--- config.mk ---
export PLATFORM = sky130hd
export DESIGN_NAME = decoder
export DESIGN_NICKNAME = d
export VERILOG_FILES = /design/src/rv_pkg.sv /design/src/decoder.sv
export VERILOG_INCLUDE_DIRS = /design/src
export SDC_FILE = /design/constraint.sdc
export NUM_CORES = 1
export LEC_CHECK = 0
export ABC_AREA = 0
export BUFFER_PORTS_ARGS = -buffer_cell sky130_fd_sc_hd__buf_2
export CAP_MARGIN = 20
export CORE_MARGIN = 3
export CORE_UTILIZATION = 42
export DETAILED_ROUTE_END_ITERATION = 6
export PLACE_DENSITY = 0.91
export SLEW_MARGIN = 20
export SYNTH_ARGS = -nofsm -noshare
export SYNTH_HDL_FRONTEND = slang
export SYNTH_SLANG_ARGS = --single-unit
export TNS_END_PERCENT = 20
--- constraint.sdc ---
create_clock -name vclk -period 5.15
set_clock_uncertainty 0.05 [all_clocks]
set_input_delay 0.7725 -clock vclk [all_inputs]
set_output_delay 0.7725 -clock vclk [all_outputs]
set_load 0.05 [all_outputs]
--- src/rv_settings.svh ---
// rv32i core settings
`ifndef RV_SETTINGS_SVH
`define RV_SETTINGS_SVH

// data path width
`define RV_XLEN 32

// architectural registers
`define RV_REG_COUNT 32

// memory depths in 32-bit words
`define RV_IMEM_WORDS 64
`define RV_DMEM_WORDS 64

// first fetch address, indexes the instruction array directly
`define RV_RESET_PC 32'h0000_0000

`endif

--- src/rv_pkg.sv ---
// rv32i shared types
`include "rv_settings.svh"

package rv_pkg;

    typedef logic [`RV_XLEN-1:0] word_t;
    typedef logic [$clog2(`RV_REG_COUNT)-1:0] reg_idx_t;
    typedef logic [$clog2(`RV_IMEM_WORDS)-1:0] imem_addr_t;
    typedef logic [$clog2(`RV_DMEM_WORDS)-1:0] dmem_addr_t;

    // major opcodes, inst[6:0]
    typedef enum logic [6:0] {
        OP     = 7'b0110011,
        OP_IMM = 7'b0010011,
        LOAD   = 7'b0000011,
        STORE  = 7'b0100011,
        BRANCH = 7'b1100011,
        JAL    = 7'b1101111,
        JALR   = 7'b1100111,
        LUI    = 7'b0110111,
        AUIPC  = 7'b0010111
    } opcode_t;

    typedef enum logic [2:0] {
        TYPE_R,
        TYPE_I,
        TYPE_S,
        TYPE_B,
        TYPE_U,
        TYPE_J,
        TYPE_N  // no operands, unsupported opcode
    } inst_type_t;

    typedef enum logic [3:0] {
        ALU_ADD,
        ALU_SUB,
        ALU_SLL,
        ALU_SLT,
        ALU_SLTU,
        ALU_XOR,
        ALU_SRL,
        ALU_SRA,
        ALU_OR,
        ALU_AND
    } alu_op_t;

    typedef enum logic {
        FETCH,
        EXEC
    } fetch_state_t;

    typedef struct packed {
        opcode_t    opcode;
        logic [2:0] funct3;
        reg_idx_t   rd;
        reg_idx_t   rs1;
        reg_idx_t   rs2;
        word_t      imm;
        inst_type_t inst_type;
        alu_op_t    alu_op;
    } decoded_t;

    typedef struct packed {
        word_t    pc;
        reg_idx_t rd;
        logic     rd_we;
        word_t    rd_wdata;
        word_t    next_pc;
    } retire_t;

endpackage

--- src/decoder.sv ---
// rv32i instruction decoder
`timescale 1ns/1ns

module decoder (
    input  rv_pkg::word_t    inst,
    output rv_pkg::decoded_t decoded
);

    rv_pkg::opcode_t    opcode;
    rv_pkg::inst_type_t inst_type;
    rv_pkg::alu_op_t    alu_op;
    rv_pkg::word_t      imm;
    logic [2:0]         funct3;
    logic [6:0]         funct7;

    assign opcode = rv_pkg::opcode_t'(inst[6:0]);  // may hold a non-member code
    assign funct3 = inst[14:12];
    assign funct7 = inst[31:25];

    // format from the major opcode
    always_comb begin
        case (opcode)
            rv_pkg::OP:                             inst_type = rv_pkg::TYPE_R;
            rv_pkg::OP_IMM, rv_pkg::LOAD, rv_pkg::JALR: inst_type = rv_pkg::TYPE_I;
            rv_pkg::STORE:                          inst_type = rv_pkg::TYPE_S;
            rv_pkg::BRANCH:                         inst_type = rv_pkg::TYPE_B;
            rv_pkg::LUI, rv_pkg::AUIPC:             inst_type = rv_pkg::TYPE_U;
            rv_pkg::JAL:                            inst_type = rv_pkg::TYPE_J;
            default:                                inst_type = rv_pkg::TYPE_N;
        endcase
    end

    // sign-extended immediates
    always_comb begin
        case (inst_type)
            rv_pkg::TYPE_I: imm = {{20{inst[31]}}, inst[31:20]};
            rv_pkg::TYPE_S: imm = {{20{inst[31]}}, inst[31:25], inst[11:7]};
            rv_pkg::TYPE_B: begin
                imm = {{19{inst[31]}}, inst[31], inst[7], inst[30:25], inst[11:8], 1'b0};
            end
            rv_pkg::TYPE_U: imm = {inst[31:12], 12'b0};
            rv_pkg::TYPE_J: begin
                imm = {{11{inst[31]}}, inst[31], inst[19:12], inst[20], inst[30:21], 1'b0};
            end
            default:        imm = '0;
        endcase
    end

    // everything but OP and OP_IMM computes an address or sum with add
    always_comb begin
        alu_op = rv_pkg::ALU_ADD;
        if (opcode == rv_pkg::OP || opcode == rv_pkg::OP_IMM) begin
            case (funct3)
                3'b000: begin
                    if (inst_type == rv_pkg::TYPE_R && funct7[5]) begin
                        alu_op = rv_pkg::ALU_SUB;  // addi has no subtract form
                    end
                end
                3'b001:  alu_op = rv_pkg::ALU_SLL;
                3'b010:  alu_op = rv_pkg::ALU_SLT;
                3'b011:  alu_op = rv_pkg::ALU_SLTU;
                3'b100:  alu_op = rv_pkg::ALU_XOR;
                3'b101:  alu_op = funct7[5] ? rv_pkg::ALU_SRA : rv_pkg::ALU_SRL;
                3'b110:  alu_op = rv_pkg::ALU_OR;
                3'b111:  alu_op = rv_pkg::ALU_AND;
                default: alu_op = rv_pkg::ALU_ADD;
            endcase
        end
    end

    assign decoded = '{
        opcode:    opcode,
        funct3:    funct3,
        rd:        inst[11:7],
        rs1:       inst[19:15],
        rs2:       inst[24:20],
        imm:       imm,
        inst_type: inst_type,
        alu_op:    alu_op
    };

endmodule

==> results of run 1 <==
-- layer usage --
layer	routed length, µm	global-route usage [%]
met4	0	0
met5	0	0
met2	1459	31.50
met3	226	0.2725
met1	1325	23.72
-- cells in the mapped netlist (all sizes together) --
cell / number
a2111oi: 2
a211oi: 3
a21bo: 1
a21o: 7
a21oi: 4
a311oi: 1
a31oi: 8
and2: 3
and2b: 1
and3: 6
and4: 1
buf: 32
clkbuf: 2
ha: 1
inv: 5
mux2i: 1
nand2: 22
nand2b: 1
nand3: 4
nand3b: 1
nand4b: 3
nor2: 18
nor2b: 1
nor3: 1
nor4: 2
o2111ai: 1
o21a: 1
o21ai: 8
o22ai: 4
o31a: 1
o31ai: 3
or2: 2
or3: 1
or3b: 1
or4: 2
-- logic make-up (layout without fill, tap and decap cells) --
family,Yosys count,after routing,synth area share (%)
buffers and inverters,39,103,26.26
muxes,1,1,1.005
and+or+nand+nor,70,70,39.70
AOI/OAI and AO/OA,44,44,31.78
adders and majority gates,1,1,1.256
-- per-stage QoR --
step | total power (W) | hold WS, ps | util, % | setup WS, ps
floorplan | 0.00008104 | 1662 | - | 700.5
global placement | 0.00009623 | 1797 | 57.48 | 874.4
detailed placement | 0.00009727 | 1797 | 57.48 | 774.8
CTS | 0.00009747 | 1798 | 57.48 | 767.1
global route | 0.0001043 | 1805 | 57.48 | 580.8
finish | 0.00009767 | 1797 | 57.48 | 755.2
-- report_power, final --
| part | total [W] | internal [W] | switching [W] |
|---|---|---|---|
| clock | 0 | 0 | 0 |
| combinational | 0.0000977 | 0.0000253 | 0.0000724 |
| sequential | 0 | 0 | 0 |
-- critical path, delay by kind of cell --
family | cells | cell delay (ps)
adder cells (fa/ha/maj) | 1 | 260
AND/OR/NAND/NOR | 3 | 670
buffers and inverters | 4 | 750
AO/OA/AOI/OAI | 4 | 1110
-- final timing paths --
check / slack (ps) / end
worst max-delay path: 760 / decoded[19]
worst min-delay path: 1800 / decoded[53]
-- layout make-up --
class | instances | area [µm²]
fill | 248 | 949.7
inverter | 5 | 18.77
multi-input combinational | 116 | 734.5
tap | 28 | 35.03
timing repair buffer | 98 | 495.5
==> results.sh, run 1 <==
export IMPL_max_stage_delay_ps=780
export IMPL_hold_class="input port to output port"
export IMPL_syn_inst=155
export IMPL_grt_pass1_wl_mm=4.008
export IMPL_final_cell_mix="96 x buf_2, 22 x nand2_1, 18 x nor2_1"
export IMPL_fin_crit_sh_pct=85.34
export IMPL_dpl_hpwl_mm=2.503
export IMPL_critPathKind="input port to output port"
export IMPL_leakage_nw=0.7202
export IMPL_drv_cap=0
export IMPL_drive_gt1_share_pct=50.68
export IMPL_fin_nets=254
export IMPL_firstDrtPassIters=4
export IMPL_max_slew_margin_pct=47.11
export IMPL_tns_ps=0
export IMPL_die_w_um=54.70
export IMPL_critPathLaunch="inst[3]"
export IMPL_grt_usage_pct=17.28
export IMPL_remaining_drc_errors=0
export IMPL_nClkBuffers=0
export IMPL_arrival_ps=3570
export IMPL_ys_seq_area_share_pct=0
export IMPL_clock_fmax_mhz=227.5
export IMPL_period_needed_ps=4395
export IMPL_place_inst=247
export IMPL_worst_slew_pin_slew_ps=791.9
export IMPL_totalWireLength_mm=3.011
export IMPL_start_util_pct=44.59
export IMPL_core_area_mm2=0.002233
export IMPL_ctsResizeCount=0
export IMPL_vias=1319
export IMPL_area_growth_pct=28.89
export IMPL_place_congestion=0.8221
export IMPL_die_area_mm2=0.002992
export IMPL_io_pins=96
export IMPL_diodes=0
export IMPL_placedInstanceArea_mm2=0.001284
export IMPL_cp_start_kind="input port"
export IMPL_io_buffers=96
export IMPL_postLayoutCellArea_mm2=0.001284
export IMPL_die_y_um=54.70
export IMPL_antenna_left=0
export IMPL_grt_pass1_vias=928
export IMPL_netlist_area_um2=996.0
export IMPL_mappedNetlistNets=188
export IMPL_status="finished, final reports clean"
export IMPL_grt_max_degree=21
export IMPL_synth_avg_cell_area_um2=6.426
export IMPL_grt_overflow=0
export IMPL_seq_cells=0
export IMPL_crit_chain="buf_2, or3b_2, a21oi_1, buf_4, inv_1, ha_1, nor2_1, o21ai_0, a2111oi_2, a31oi_1, nor2_1, buf_2"
export IMPL_cp_max_fo=12
export IMPL_crit_slowest_cell="a2111oi_2"
export IMPL_antenna_found_initial=0
export IMPL_row_count=17
export IMPL_fin_cells=247
export IMPL_post_cts_setup_buffers=0
export IMPL_synth_largest_area_cell="buf_4"
export IMPL_required_ps=4330
export IMPL_synth_area_top_cells="buf_4 19%, nand2_1 8.3%, nor2_1 6.8%, a21o_1 5.3%, a31oi_1 5.0%"
export IMPL_powerDensity_mw_per_mm2=76.09
export IMPL_post_drt_wl_per_cell_um=12.19
export IMPL_rsz0062_at_grt="false"
export IMPL_cts_hold_buffers=0
export IMPL_routed_via_density=5.340
export IMPL_ir_drop_mv=0.04444
export IMPL_final_common_cell="buf_2"
export IMPL_setup_viol=0
export IMPL_hold_viol=0
export IMPL_min_from="inst[11]"
export IMPL_final_seq_area_um2=0
export IMPL_synth_top_cell_area_share_pct=18.84
export IMPL_worstHoldPathCells=2
export IMPL_yosysWarnings=0
export IMPL_drtIter0Drc=12
export IMPL_drv_slew=0
export IMPL_synth_cell_types=42
export IMPL_end_kind="output port"
Note: power is estimated with default switching activity, not from simulation.
==> run 2: changes to the inputs <==
--- a/config.mk
+++ b/config.mk
@@ -10,9 +10,9 @@
 export BUFFER_PORTS_ARGS = -buffer_cell sky130_fd_sc_hd__buf_2
 export CAP_MARGIN = 20
 export CORE_MARGIN = 3
-export CORE_UTILIZATION = 42
+export CORE_UTILIZATION = 35
 export DETAILED_ROUTE_END_ITERATION = 6
-export PLACE_DENSITY = 0.91
+export PLACE_DENSITY = 0.81
 export SLEW_MARGIN = 20
 export SYNTH_ARGS = -nofsm -noshare
 export SYNTH_HDL_FRONTEND = slang
==> constraint.sdc (replaced) <==
create_clock -name vclk -period 3.62
set_clock_uncertainty 0.05 [all_clocks]
set_input_delay 0.543 -clock vclk [all_inputs]
set_output_delay 0.543 -clock vclk [all_outputs]
set_load 0.05 [all_outputs]
==> results.sh, run 2 (same netlist as run 1, synthesis figures left out) <==
export IMPL_diodes=0
export IMPL_totalWireLength_mm=3.222
export IMPL_area_growth_pct=36.18
export IMPL_final_common_cell="buf_2"
export IMPL_antenna_left=0
export IMPL_drive_gt1_share_pct=53.13
export IMPL_core_area_mm2=0.002590
export IMPL_place_congestion=0.7984
export IMPL_period_needed_ps=3430
export IMPL_grt_overflow=0
export IMPL_nClkBuffers=0
export IMPL_remaining_drc_errors=0
export IMPL_setup_viol=0
export IMPL_clock_fmax_mhz=291.6
export IMPL_clkPwrFrac_pct=0
export IMPL_vias=1329
export IMPL_pwr_share_comb_pct=100.0
export IMPL_die_w_um=59.35
export IMPL_die_area_mm2=0.003522
export IMPL_post_cts_setup_buffers=0
export IMPL_cts_hold_buffers=0
export IMPL_io_buffers=96
export IMPL_setup_ws_ps=190.3
export IMPL_p_sw_share_pct=72.98
export IMPL_seqPwrFrac_pct=0
export IMPL_required_ps=3030
export IMPL_fin_crit_sh_pct=94.74
export IMPL_cp_start_kind="input port"
export IMPL_max_slew_margin_pct=63.33
export IMPL_switchingPower_w=0.0001044
export IMPL_critPathKind="input port to output port"
export IMPL_grt_pass1_wl_mm=4.678
export IMPL_arrival_ps=2840
export IMPL_routed_via_density=5.232
export IMPL_dpl_hpwl_mm=2.621
export IMPL_post_drt_wl_per_cell_um=12.69
export IMPL_drv_cap=0
export IMPL_cp_max_fo=8
export IMPL_drv_slew=0
export IMPL_tns_ps=0
export IMPL_grt_max_degree=21
export IMPL_ir_drop_mv=0.06585
export IMPL_final_cell_mix="89 x buf_2, 22 x nand2_1, 18 x nor2_1"
export IMPL_firstDrtPassIters=4
export IMPL_grt_usage_pct=16.01
export IMPL_holdWs_ps=1339
export IMPL_critPathLaunch="inst[6]"
export IMPL_placedInstanceArea_mm2=0.001335
export IMPL_die_y_um=59.35
export IMPL_end_kind="output port"
export IMPL_p_int_w=0.00003863
export IMPL_leakage_nw=0.7426
export IMPL_rsz0062_at_grt="false"
export IMPL_io_pins=96
export IMPL_status="finished, final reports clean"
export IMPL_min_from="inst[17]"
export IMPL_num_fill_cells=270
export IMPL_seq_cells=0
export IMPL_fin_cells=254
export IMPL_powerDensity_mw_per_mm2=105.4
export IMPL_fin_nets=259
export IMPL_worst_slew_pin_slew_ps=546.8
export IMPL_ctsResizeCount=0
export IMPL_dp_worst_setup_slack_ps=149.6
export IMPL_final_seq_area_um2=0
export IMPL_postLayoutCellArea_mm2=0.001356
export IMPL_hold_viol=0
export IMPL_antenna_found_initial=0
export IMPL_hold_class="input port to output port"
export IMPL_grt_pass1_vias=1086
export IMPL_place_inst=254
export IMPL_drtIter0Drc=76
export IMPL_start_util_pct=38.45
export IMPL_row_count=18
## run 2: changes by cell type in the layout (fill, tap and decap cells not counted), sizes merged
cell,previous run,this run
clkbuf,0,5
## run 2: area by class of cell
cell class	count	area (µm²)	area share, %
inverters	5	18.77	1.384
well taps	30	37.54	2.768
repair buffers	103	550.5	40.59
multi-input cells	116	749.5	55.26
## run 2: final timing paths
| check | endpoint | slack (ps) | cells after the start |
|---|---|---|---|
| hold / removal | decoded[46] | 1340 | 2 |
| setup / recovery | decoded[19] | 190 | 12 |
## run 2: per-stage QoR
step | util, % | total power [W]
2_1_floorplan | - | 0.0001160
6_report | 52.37 | 0.0001430
3_5_place_dp | 51.55 | 0.0001426
5_1_grt | 52.37 | 0.0001528
4_1_cts | 51.55 | 0.0001430
3_3_place_gp | 51.55 | 0.0001413
## run 2: metal layers
layer | global-route usage (%) | part of all wire [%] | vias to the layer above
met2 | 29.02 | 48 | 58
met3 | 0.8715 | 8.9 | 0
met1 | 21.95 | 44 | 597
met4 | 0 | 0 | 0
met5 | 0 | 0 | -
li1 | - | - | 674
## run 2: power groups by stage
stage | Combinational [W] | Clock, W | Sequential (W)
5_1_grt | 0.000153 | 0 | 0
4_1_cts | 0.000143 | 0 | 0
6_report | 0.000143 | 0 | 0
3_5_place_dp | 0.000143 | 0 | 0
2_1_floorplan | 0.000116 | 0 | 0
3_3_place_gp | 0.000141 | 0 | 0
## run 2: worst max-delay path: stages
cell	delay (ps)
buf_2	100
or3b_2	470
a21oi_2	170
inv_1	110
ha_1	260
nor2_1	100
o21ai_0	90
a2111oi_2	380
buf_4	220
a31oi_1	50
nor2_1	90
buf_2	260
