[src/rv_settings.svh]
// rv32i core settings
`ifndef RV_SETTINGS_SVH
`define RV_SETTINGS_SVH

// data path width
`define RV_XLEN 32

// architectural registers
`define RV_REG_COUNT 32

// memory depths in 32-bit words
`define RV_IMEM_WORDS 64
`define RV_DMEM_WORDS 64

// first fetch address, indexes the instruction array directly
`define RV_RESET_PC 32'h0000_0000

`endif

[src/rv_pkg.sv]
// rv32i shared types
`include "rv_settings.svh"

package rv_pkg;

    typedef logic [`RV_XLEN-1:0] word_t;
    typedef logic [$clog2(`RV_REG_COUNT)-1:0] reg_idx_t;
    typedef logic [$clog2(`RV_IMEM_WORDS)-1:0] imem_addr_t;
    typedef logic [$clog2(`RV_DMEM_WORDS)-1:0] dmem_addr_t;

    // major opcodes, inst[6:0]
    typedef enum logic [6:0] {
        OP     = 7'b0110011,
        OP_IMM = 7'b0010011,
        LOAD   = 7'b0000011,
        STORE  = 7'b0100011,
        BRANCH = 7'b1100011,
        JAL    = 7'b1101111,
        JALR   = 7'b1100111,
        LUI    = 7'b0110111,
        AUIPC  = 7'b0010111
    } opcode_t;

    typedef enum logic [2:0] {
        TYPE_R,
        TYPE_I,
        TYPE_S,
        TYPE_B,
        TYPE_U,
        TYPE_J,
        TYPE_N  // no operands, unsupported opcode
    } inst_type_t;

    typedef enum logic [3:0] {
        ALU_ADD,
        ALU_SUB,
        ALU_SLL,
        ALU_SLT,
        ALU_SLTU,
        ALU_XOR,
        ALU_SRL,
        ALU_SRA,
        ALU_OR,
        ALU_AND
    } alu_op_t;

    typedef enum logic {
        FETCH,
        EXEC
    } fetch_state_t;

    typedef struct packed {
        opcode_t    opcode;
        logic [2:0] funct3;
        reg_idx_t   rd;
        reg_idx_t   rs1;
        reg_idx_t   rs2;
        word_t      imm;
        inst_type_t inst_type;
        alu_op_t    alu_op;
    } decoded_t;

    typedef struct packed {
        word_t    pc;
        reg_idx_t rd;
        logic     rd_we;
        word_t    rd_wdata;
        word_t    next_pc;
    } retire_t;

endpackage

[src/alu.sv]
// integer alu
`timescale 1ns/1ns
`include "rv_settings.svh"

module alu (
    input  rv_pkg::word_t   a,
    input  rv_pkg::word_t   b,
    input  rv_pkg::alu_op_t op,
    output rv_pkg::word_t   result
);

    localparam int SHAMT_W = $clog2(`RV_XLEN);

    logic [SHAMT_W-1:0] shamt;

    assign shamt = b[SHAMT_W-1:0];  // low bits of b only

    always_comb begin
        case (op)
            rv_pkg::ALU_ADD:  result = a + b;
            rv_pkg::ALU_SUB:  result = a - b;
            rv_pkg::ALU_SLL:  result = a << shamt;
            rv_pkg::ALU_SLT:  result = rv_pkg::word_t'($signed(a) < $signed(b));
            rv_pkg::ALU_SLTU: result = rv_pkg::word_t'(a < b);
            rv_pkg::ALU_XOR:  result = a ^ b;
            rv_pkg::ALU_SRL:  result = a >> shamt;
            rv_pkg::ALU_SRA:  result = $signed(a) >>> shamt;  // sign fill
            rv_pkg::ALU_OR:   result = a | b;
            rv_pkg::ALU_AND:  result = a & b;
            default:          result = a + b;
        endcase
    end

endmodule

[src/reg_file.sv]
// integer register file
`timescale 1ns/1ns
`include "rv_settings.svh"

module reg_file (
    input  logic             clk,
    input  logic             reset,
    input  logic             we,
    input  rv_pkg::reg_idx_t waddr,
    input  rv_pkg::word_t    wdata,
    input  rv_pkg::reg_idx_t raddr1,
    input  rv_pkg::reg_idx_t raddr2,
    output rv_pkg::word_t    rdata1,
    output rv_pkg::word_t    rdata2
);

    rv_pkg::word_t regs [`RV_REG_COUNT];

    always_ff @(posedge clk) begin
        if (reset) begin
            for (int i = 0; i < `RV_REG_COUNT; i++) begin
                regs[i] <= '0;
            end
        end else if (we && waddr != '0) begin  // x0 stays zero
            regs[waddr] <= wdata;
        end
    end

    // combinational read
    assign rdata1 = (raddr1 == '0) ? '0 : regs[raddr1];
    assign rdata2 = (raddr2 == '0) ? '0 : regs[raddr2];

endmodule

[src/execute_unit.sv]
// execute, memory access and write-back
`timescale 1ns/1ns
`include "rv_settings.svh"

module execute_unit (
    input  logic             clk,
    input  logic             reset,
    input  logic             inst_valid,
    input  rv_pkg::word_t    pc,
    input  rv_pkg::decoded_t decoded,
    output logic             jump_en,
    output rv_pkg::word_t    jump_target,
    output logic             retire_valid,
    output rv_pkg::retire_t  retire
);

    rv_pkg::word_t      rs1_data;
    rv_pkg::word_t      rs2_data;
    rv_pkg::word_t      alu_a;
    rv_pkg::word_t      alu_b;
    rv_pkg::word_t      alu_result;
    rv_pkg::word_t      load_data;
    rv_pkg::word_t      rd_wdata;
    rv_pkg::word_t      pc_plus4;
    rv_pkg::word_t      next_pc;
    rv_pkg::word_t      dmem [`RV_DMEM_WORDS];
    rv_pkg::dmem_addr_t dmem_addr;
    logic               rd_we;
    logic               dmem_we;
    logic               is_word;
    logic               branch_taken;

    reg_file u_reg_file (
        .clk    (clk),
        .reset  (reset),
        .we     (rd_we && inst_valid),
        .waddr  (decoded.rd),
        .wdata  (rd_wdata),
        .raddr1 (decoded.rs1),
        .raddr2 (decoded.rs2),
        .rdata1 (rs1_data),
        .rdata2 (rs2_data)
    );

    alu u_alu (
        .a      (alu_a),
        .b      (alu_b),
        .op     (decoded.alu_op),
        .result (alu_result)
    );

    assign pc_plus4 = pc + 32'd4;
    assign is_word  = (decoded.funct3 == 3'b010);  // only LW and SW are kept

    // operand select by format
    always_comb begin
        alu_a = rs1_data;
        alu_b = decoded.imm;
        case (decoded.inst_type)
            rv_pkg::TYPE_R:                 alu_b = rs2_data;
            rv_pkg::TYPE_U:                 alu_a = (decoded.opcode == rv_pkg::LUI) ? '0 : pc;
            rv_pkg::TYPE_B, rv_pkg::TYPE_J: alu_a = pc;  // target pc + imm
            default: ;
        endcase
    end

    always_comb begin
        case (decoded.funct3)
            3'b000:  branch_taken = (rs1_data == rs2_data);
            3'b001:  branch_taken = (rs1_data != rs2_data);
            3'b100:  branch_taken = ($signed(rs1_data) < $signed(rs2_data));
            3'b101:  branch_taken = ($signed(rs1_data) >= $signed(rs2_data));
            3'b110:  branch_taken = (rs1_data < rs2_data);
            3'b111:  branch_taken = (rs1_data >= rs2_data);
            default: branch_taken = 1'b0;
        endcase
    end

    always_comb begin
        jump_en     = 1'b0;
        jump_target = alu_result;
        case (decoded.opcode)
            rv_pkg::JAL:    jump_en = 1'b1;
            rv_pkg::JALR: begin
                jump_en     = 1'b1;
                jump_target = alu_result & ~rv_pkg::word_t'(1);  // clear bit 0
            end
            rv_pkg::BRANCH: jump_en = branch_taken;
            default: ;
        endcase
    end

    assign next_pc = jump_en ? jump_target : pc_plus4;

    // word data memory at the alu sum
    assign dmem_addr = alu_result[$bits(rv_pkg::dmem_addr_t)+1:2];
    assign load_data = dmem[dmem_addr];
    assign dmem_we   = inst_valid && decoded.opcode == rv_pkg::STORE && is_word;

    always_ff @(posedge clk) begin
        if (dmem_we) begin
            dmem[dmem_addr] <= rs2_data;
        end
    end

    // write-back select
    always_comb begin
        rd_we    = 1'b0;
        rd_wdata = alu_result;
        case (decoded.opcode)
            rv_pkg::OP, rv_pkg::OP_IMM, rv_pkg::LUI, rv_pkg::AUIPC: rd_we = 1'b1;
            rv_pkg::LOAD: begin
                rd_we    = is_word;
                rd_wdata = load_data;
            end
            rv_pkg::JAL, rv_pkg::JALR: begin
                rd_we    = 1'b1;
                rd_wdata = pc_plus4;  // link address
            end
            default: ;  // branches, stores, unsupported
        endcase
    end

    always_ff @(posedge clk) begin
        if (reset) begin
            retire_valid <= 1'b0;
        end else begin
            retire_valid <= inst_valid;  // one cycle after EXEC
        end
    end

    always_ff @(posedge clk) begin
        if (inst_valid) begin
            retire <= '{
                pc:       pc,
                rd:       decoded.rd,
                rd_we:    rd_we,
                rd_wdata: rd_wdata,
                next_pc:  next_pc
            };
        end
    end

    // redirect seen by the fetch unit must land on a word boundary
    assert property (@(posedge clk) disable iff (reset)
        (inst_valid && jump_en) |-> (jump_target[1:0] == 2'b00));

endmodule

[config.mk]
export PLATFORM = sky130hd
export DESIGN_NAME = execute_unit
export DESIGN_NICKNAME = d
export VERILOG_FILES = /design/src/rv_pkg.sv /design/src/alu.sv /design/src/reg_file.sv /design/src/execute_unit.sv
export VERILOG_INCLUDE_DIRS = /design/src
export SDC_FILE = /design/constraint.sdc
export NUM_CORES = 2
export LEC_CHECK = 0
export ABC_AREA = 1
export BUFFER_PORTS_ARGS = -buffer_cell sky130_fd_sc_hd__buf_2
export CELL_PAD_IN_SITES_DETAIL_PLACEMENT = 1
export CELL_PAD_IN_SITES_GLOBAL_PLACEMENT = 2
export CORE_MARGIN = 2
export CORE_UTILIZATION = 42
export DETAILED_ROUTE_END_ITERATION = 6
export PLACE_DENSITY_LB_ADDON = 0.1
export SETUP_SLACK_MARGIN = 0.5
export SLEW_MARGIN = 20
export SYNTH_ARGS = -nofsm -noshare
export SYNTH_HDL_FRONTEND = slang
export SYNTH_HIERARCHICAL = 1
export SYNTH_SLANG_ARGS = --single-unit
[constraint.sdc]
create_clock -name clk -period 11.9 [get_ports clk]
set_input_delay 2.38 -clock clk [delete_from_list [all_inputs] [get_ports clk]]
set_output_delay 2.38 -clock clk [all_outputs]
set_load 0.005 [all_outputs]
==> flow_results.org <==
** Status
- The run finished with clean final reports.

** Die
- Starting Density :: 42.2%
- For this design the top-level I/O count stands at 235.
- Full die area :: 359,000 um2
- From left edge to right edge, the die measures 599 um.
- Vertical die dimension :: 599 um
- The region available for standard cell placement spans 353,000 um2.
- Num rows :: roughly 220

** Finish
- # nets final :: 15,400
- Share of final-layout standard cells stronger than drive strength 1 :: under 10%
- Compared with the post-synthesis result, the final layout area differs by 13.7%.
- Finished Layout Cells :: 20,200

** Logic synthesis
- Of all cell types, the one taking the most synthesized area is edfxtp_1.
- Fraction of post-synthesis cell area in the top cell type by area :: 64.0%
- The most common cell in the synthesized netlist is nand2_1.
- Post-synth cell types :: 55
- In this run, synthesis produced a sequential element count of 3,175.
- List of most frequent post-synthesis cells :: 4,344 x nand2_1, 3,174 x edfxtp_1, 2,127 x nor2_1, 1,542 x nand3_1, 635 x inv_1
- Synthesized cell area :: 149,000 um2
- For this run, the leading register cell type out of synthesis is edfxtp_1.
- Counting every instance in the synthesized netlist gives 15,000.
- After synthesis, the share of flip-flops with an asynchronous set or reset is 0%.
- Synthesized area per cell :: 9.93 um2
- For this run, the number of Yosys warnings is 6.
- Yosys attributes the largest share of cell area to edfxtp_1 64%, nand2_1 11%, nor2_1 5.4%, nand3_1 5.2%, o21ai_0 2.0%.
- For this run, the register share of the synthesized area comes to 64.0%.
- EDFF count, synth :: ~3,200

** CTS
- Clock input transition at the sequential cells of the worst setup and hold paths :: ~0.060 ns
- Number of clock buffers inserted by TritonCTS :: between 300 and 400
- In this run the deepest clock path goes through 4 buffers.
- Clk_lat worst skew :: 0.99 ns
- Clock tree synthesis found a total of 3,175 sinks.
- CTS HTree Levels :: 5
- Clock tree root driver cell :: clkbuf_16
- TritonCTS built the clock tree.

** STA
- Setup violators final :: 0
- For the pin with the worst max-slew slack, the measured transition is roughly 1.2 ns.
- Skew final :: 0.101 ns
- Final max-slew violation count :: 0
- The number of hold violations in the final report is 0.
- Time the final worst path needs with I/O delays and setup :: 11.49 ns
- Worst slack on hold paths :: 0.969 ns
- Achievable frequency :: 0.0870 GHz
- After layout, the worst path uses 96.6% of the clock period.
- Worst-case headroom to the max-slew limit :: 17.8%
- Setup repair after global routing could not meet its margin everywhere.

** Worst setup path
- Required arrival time at the worst endpoint :: 9.52 ns
- Critical path peak fanout :: 71
- Startpoint-to-endpoint class of the critical path :: in2out
- STA puts the critical path data arrival time at between 9 and 10 ns.
- STA classifies the critical path startpoint as an input pin.
- Kind of end point of the critical path :: primary output

** Global routing
- The first global-routing pass estimated 944 mm of wire.
- Largest net degree at the start of global routing :: about 140
- Number of global-route vias before repair :: between 100k and 150k
- In the global route stage, overall resource usage came out at 37.1%.
- Antenna violations before repair :: 34
- Summed over all layers, the global routing overflow is 0.

** Power and ir drop
- The clock network is responsible for 35.8% of the overall power.
- Internal power :: 20.2 mW
- Leakage component of the power :: 63.9 nW
- Logic pwr share :: 21.4%
- Proportion of power drawn by flip-flops and latches :: 42.9%
- In this run the power spent charging and discharging nets is 9.66 mW.
- Power Density :: 176 nW/um2
- Max VDD drop :: approximately 0.21 mV
- The completed layout was analyzed and its total power is ~30 mW.
- Switching share of power :: 32.4%

** Job
- The tool flagged a number of max-cap violations equal to 0.

** Routing
- The first detailed-routing pass ran for 6 iterations.
- After the first detailed-routing iteration, the DRC count stood at 14,000.
- The detailed router placed between 100k and 150k vias in this run.
- Number of nets with antenna violations after detailed routing :: 0
- Routed length per instance :: 33.6 um
- Total routed wirelength :: ~680 mm
- Detailed-route vias per instance :: 6.07
- After detailed routing, the number of remaining DRC violations is 0.

** Place
- Buffers placed on the I/O ports in this run total ~230.
- Counting tap cells, the placed design contains a total of just under 20,000 instances.
- At the end of routability-driven placement, the weighted congestion stood at about 1.
- The HPWL after detailed placement is roughly 430 mm.

** Min path
- Class of the most critical hold timing path :: reg2reg
cell type report:
class / count / area (um2)
clock inverter: 205 / 1800
clock buffer: 435 / 9210
multi-input combinational: 10200 / 47800
inverter: 660 / 2570
fill: 38600 / 183000
sequential: 3175 / 95300
timing repair buffer: 794 / 6640
tap: 4730 / 5920
antenna: 32 / 80.1
final timing paths:
path | to | from | cells past startpoint | slack (ns)
hold reg to reg | retire[38] | dmem[33][6] | 8 | 0.97
setup / recovery | jump_target[19] | decoded[39] | 25 | 0.41
hold / removal | retire[38] | dmem[33][6] | 8 | 0.97
setup reg to reg | u_reg_file/regs[23][29] | u_reg_file/regs[21][2] | 33 | 3.13
logic make-up (layout without fill, tap and decap cells):
| group | Yosys count | after routing | synth area share [%] |
|---|---|---|---|
| simple gates | 8429 | 8429 | 23.3 |
| other cells | 1 | 64 | 0.00252 |
| mux | 1 | 1 | 0.00756 |
| compound gates | 1580 | 1580 | 6.73 |
| buf+inv | 1653 | 2094 | 4.70 |
| flops | 3175 | 3175 | 64.0 |
| xor+xnor | 26 | 26 | 0.153 |
| fa+ha+maj | 132 | 132 | 1.12 |
routing by layer:
layer  global-route usage (%)  routed length [um]  vias to the layer above
li1                         -                   -                    52200
met1                     47.1              261000                    62900
met2                     59.2              312000                     6154
met3                     5.48               53400                     1580
met4                     24.3               52000                       12
met5                        0                  79                        -
placed cells by master, fill, tap and decap left out, types with 13 or more instances in the layout:
master	n
a21oi_1	278
o211ai_1	46
o31ai_1	13
nand2_1	4274
o2111ai_1	13
conb_1	32
diode_2	32
clkbuf_1	79
ha_1	130
edfxtp_1	3174
bufinv_16	24
nor2_4	102
clkinvlp_4	13
inv_1	629
o21ai_0	586
a22o_1	59
nand2_2	65
nand4_1	278
o21ai_1	51
buf_2	225
and3_1	34
clkbuf_16	356
nand3_1	1541
o22ai_1	21
clkinv_2	56
inv_2	14
a221oi_2	29
clkinv_1	90
nor2_1	2026
nor3_1	45
xor2_1	26
a22oi_1	305
buf_4	467
buf_12	95
a221oi_1	132
per-stage QoR:
step	worst slack, ns	cell area, um2	setup TNS [ns]	util, %
global route	0.344	169000	0	48.0
detailed placement	-0.223	158000	-5.60	44.9
floorplan	1.31	149000	0	-
finish	0.406	169000	0	48.0
CTS	0.600	169000	0	48.0
global placement	-0.149	158000	-4.21	44.8
power groups by stage:
stage,combinational [mW],clock (mW),sequential [mW]
finish,6.37,10.7,12.8
global route,6.62,11.2,12.8
CTS,6.24,10.8,12.8
detailed placement,6.21,0,13.0
global placement,6.11,0,13.0
floorplan,2.95,0,13.0
flip-flops by register name, summed over array words and instances, names as in the netlist:
| name | cells |
|---|---|
| dmem | 2048 |
| u_reg_file/regs | 1024 |
| retire | 102 |
| retire_valid | 1 |
timing repair:
item,4_1_cts,5_1_grt
hold buffers,0,0
gates resized for setup,0,5
endpoints found under the setup margin,0,36
setup buffers,0,0
critical path: stages:
cell and delay (ns):
buf_8 0.47, buf_4 0.60, buf_4 0.48, nor2_1 0.10
nor2_1 0.09, o21ai_0 0.09, nand3_1 0.10, nand3_1 0.19
nand2_1 0.14, nand2_1 0.09, nor2_4 0.17, inv_1 0.18
o21ai_0 0.56, inv_1 0.16, ha_1 0.34, buf_4 0.18
nor2_1 0.22, nand2_1 0.21, nor3_1 0.81, nand3_1 0.36
nand3_1 0.20, nand2_1 0.06, nand3_1 0.08, nand4_1 0.38
buf_2 0.28
(Power assumes the default switching activity.)
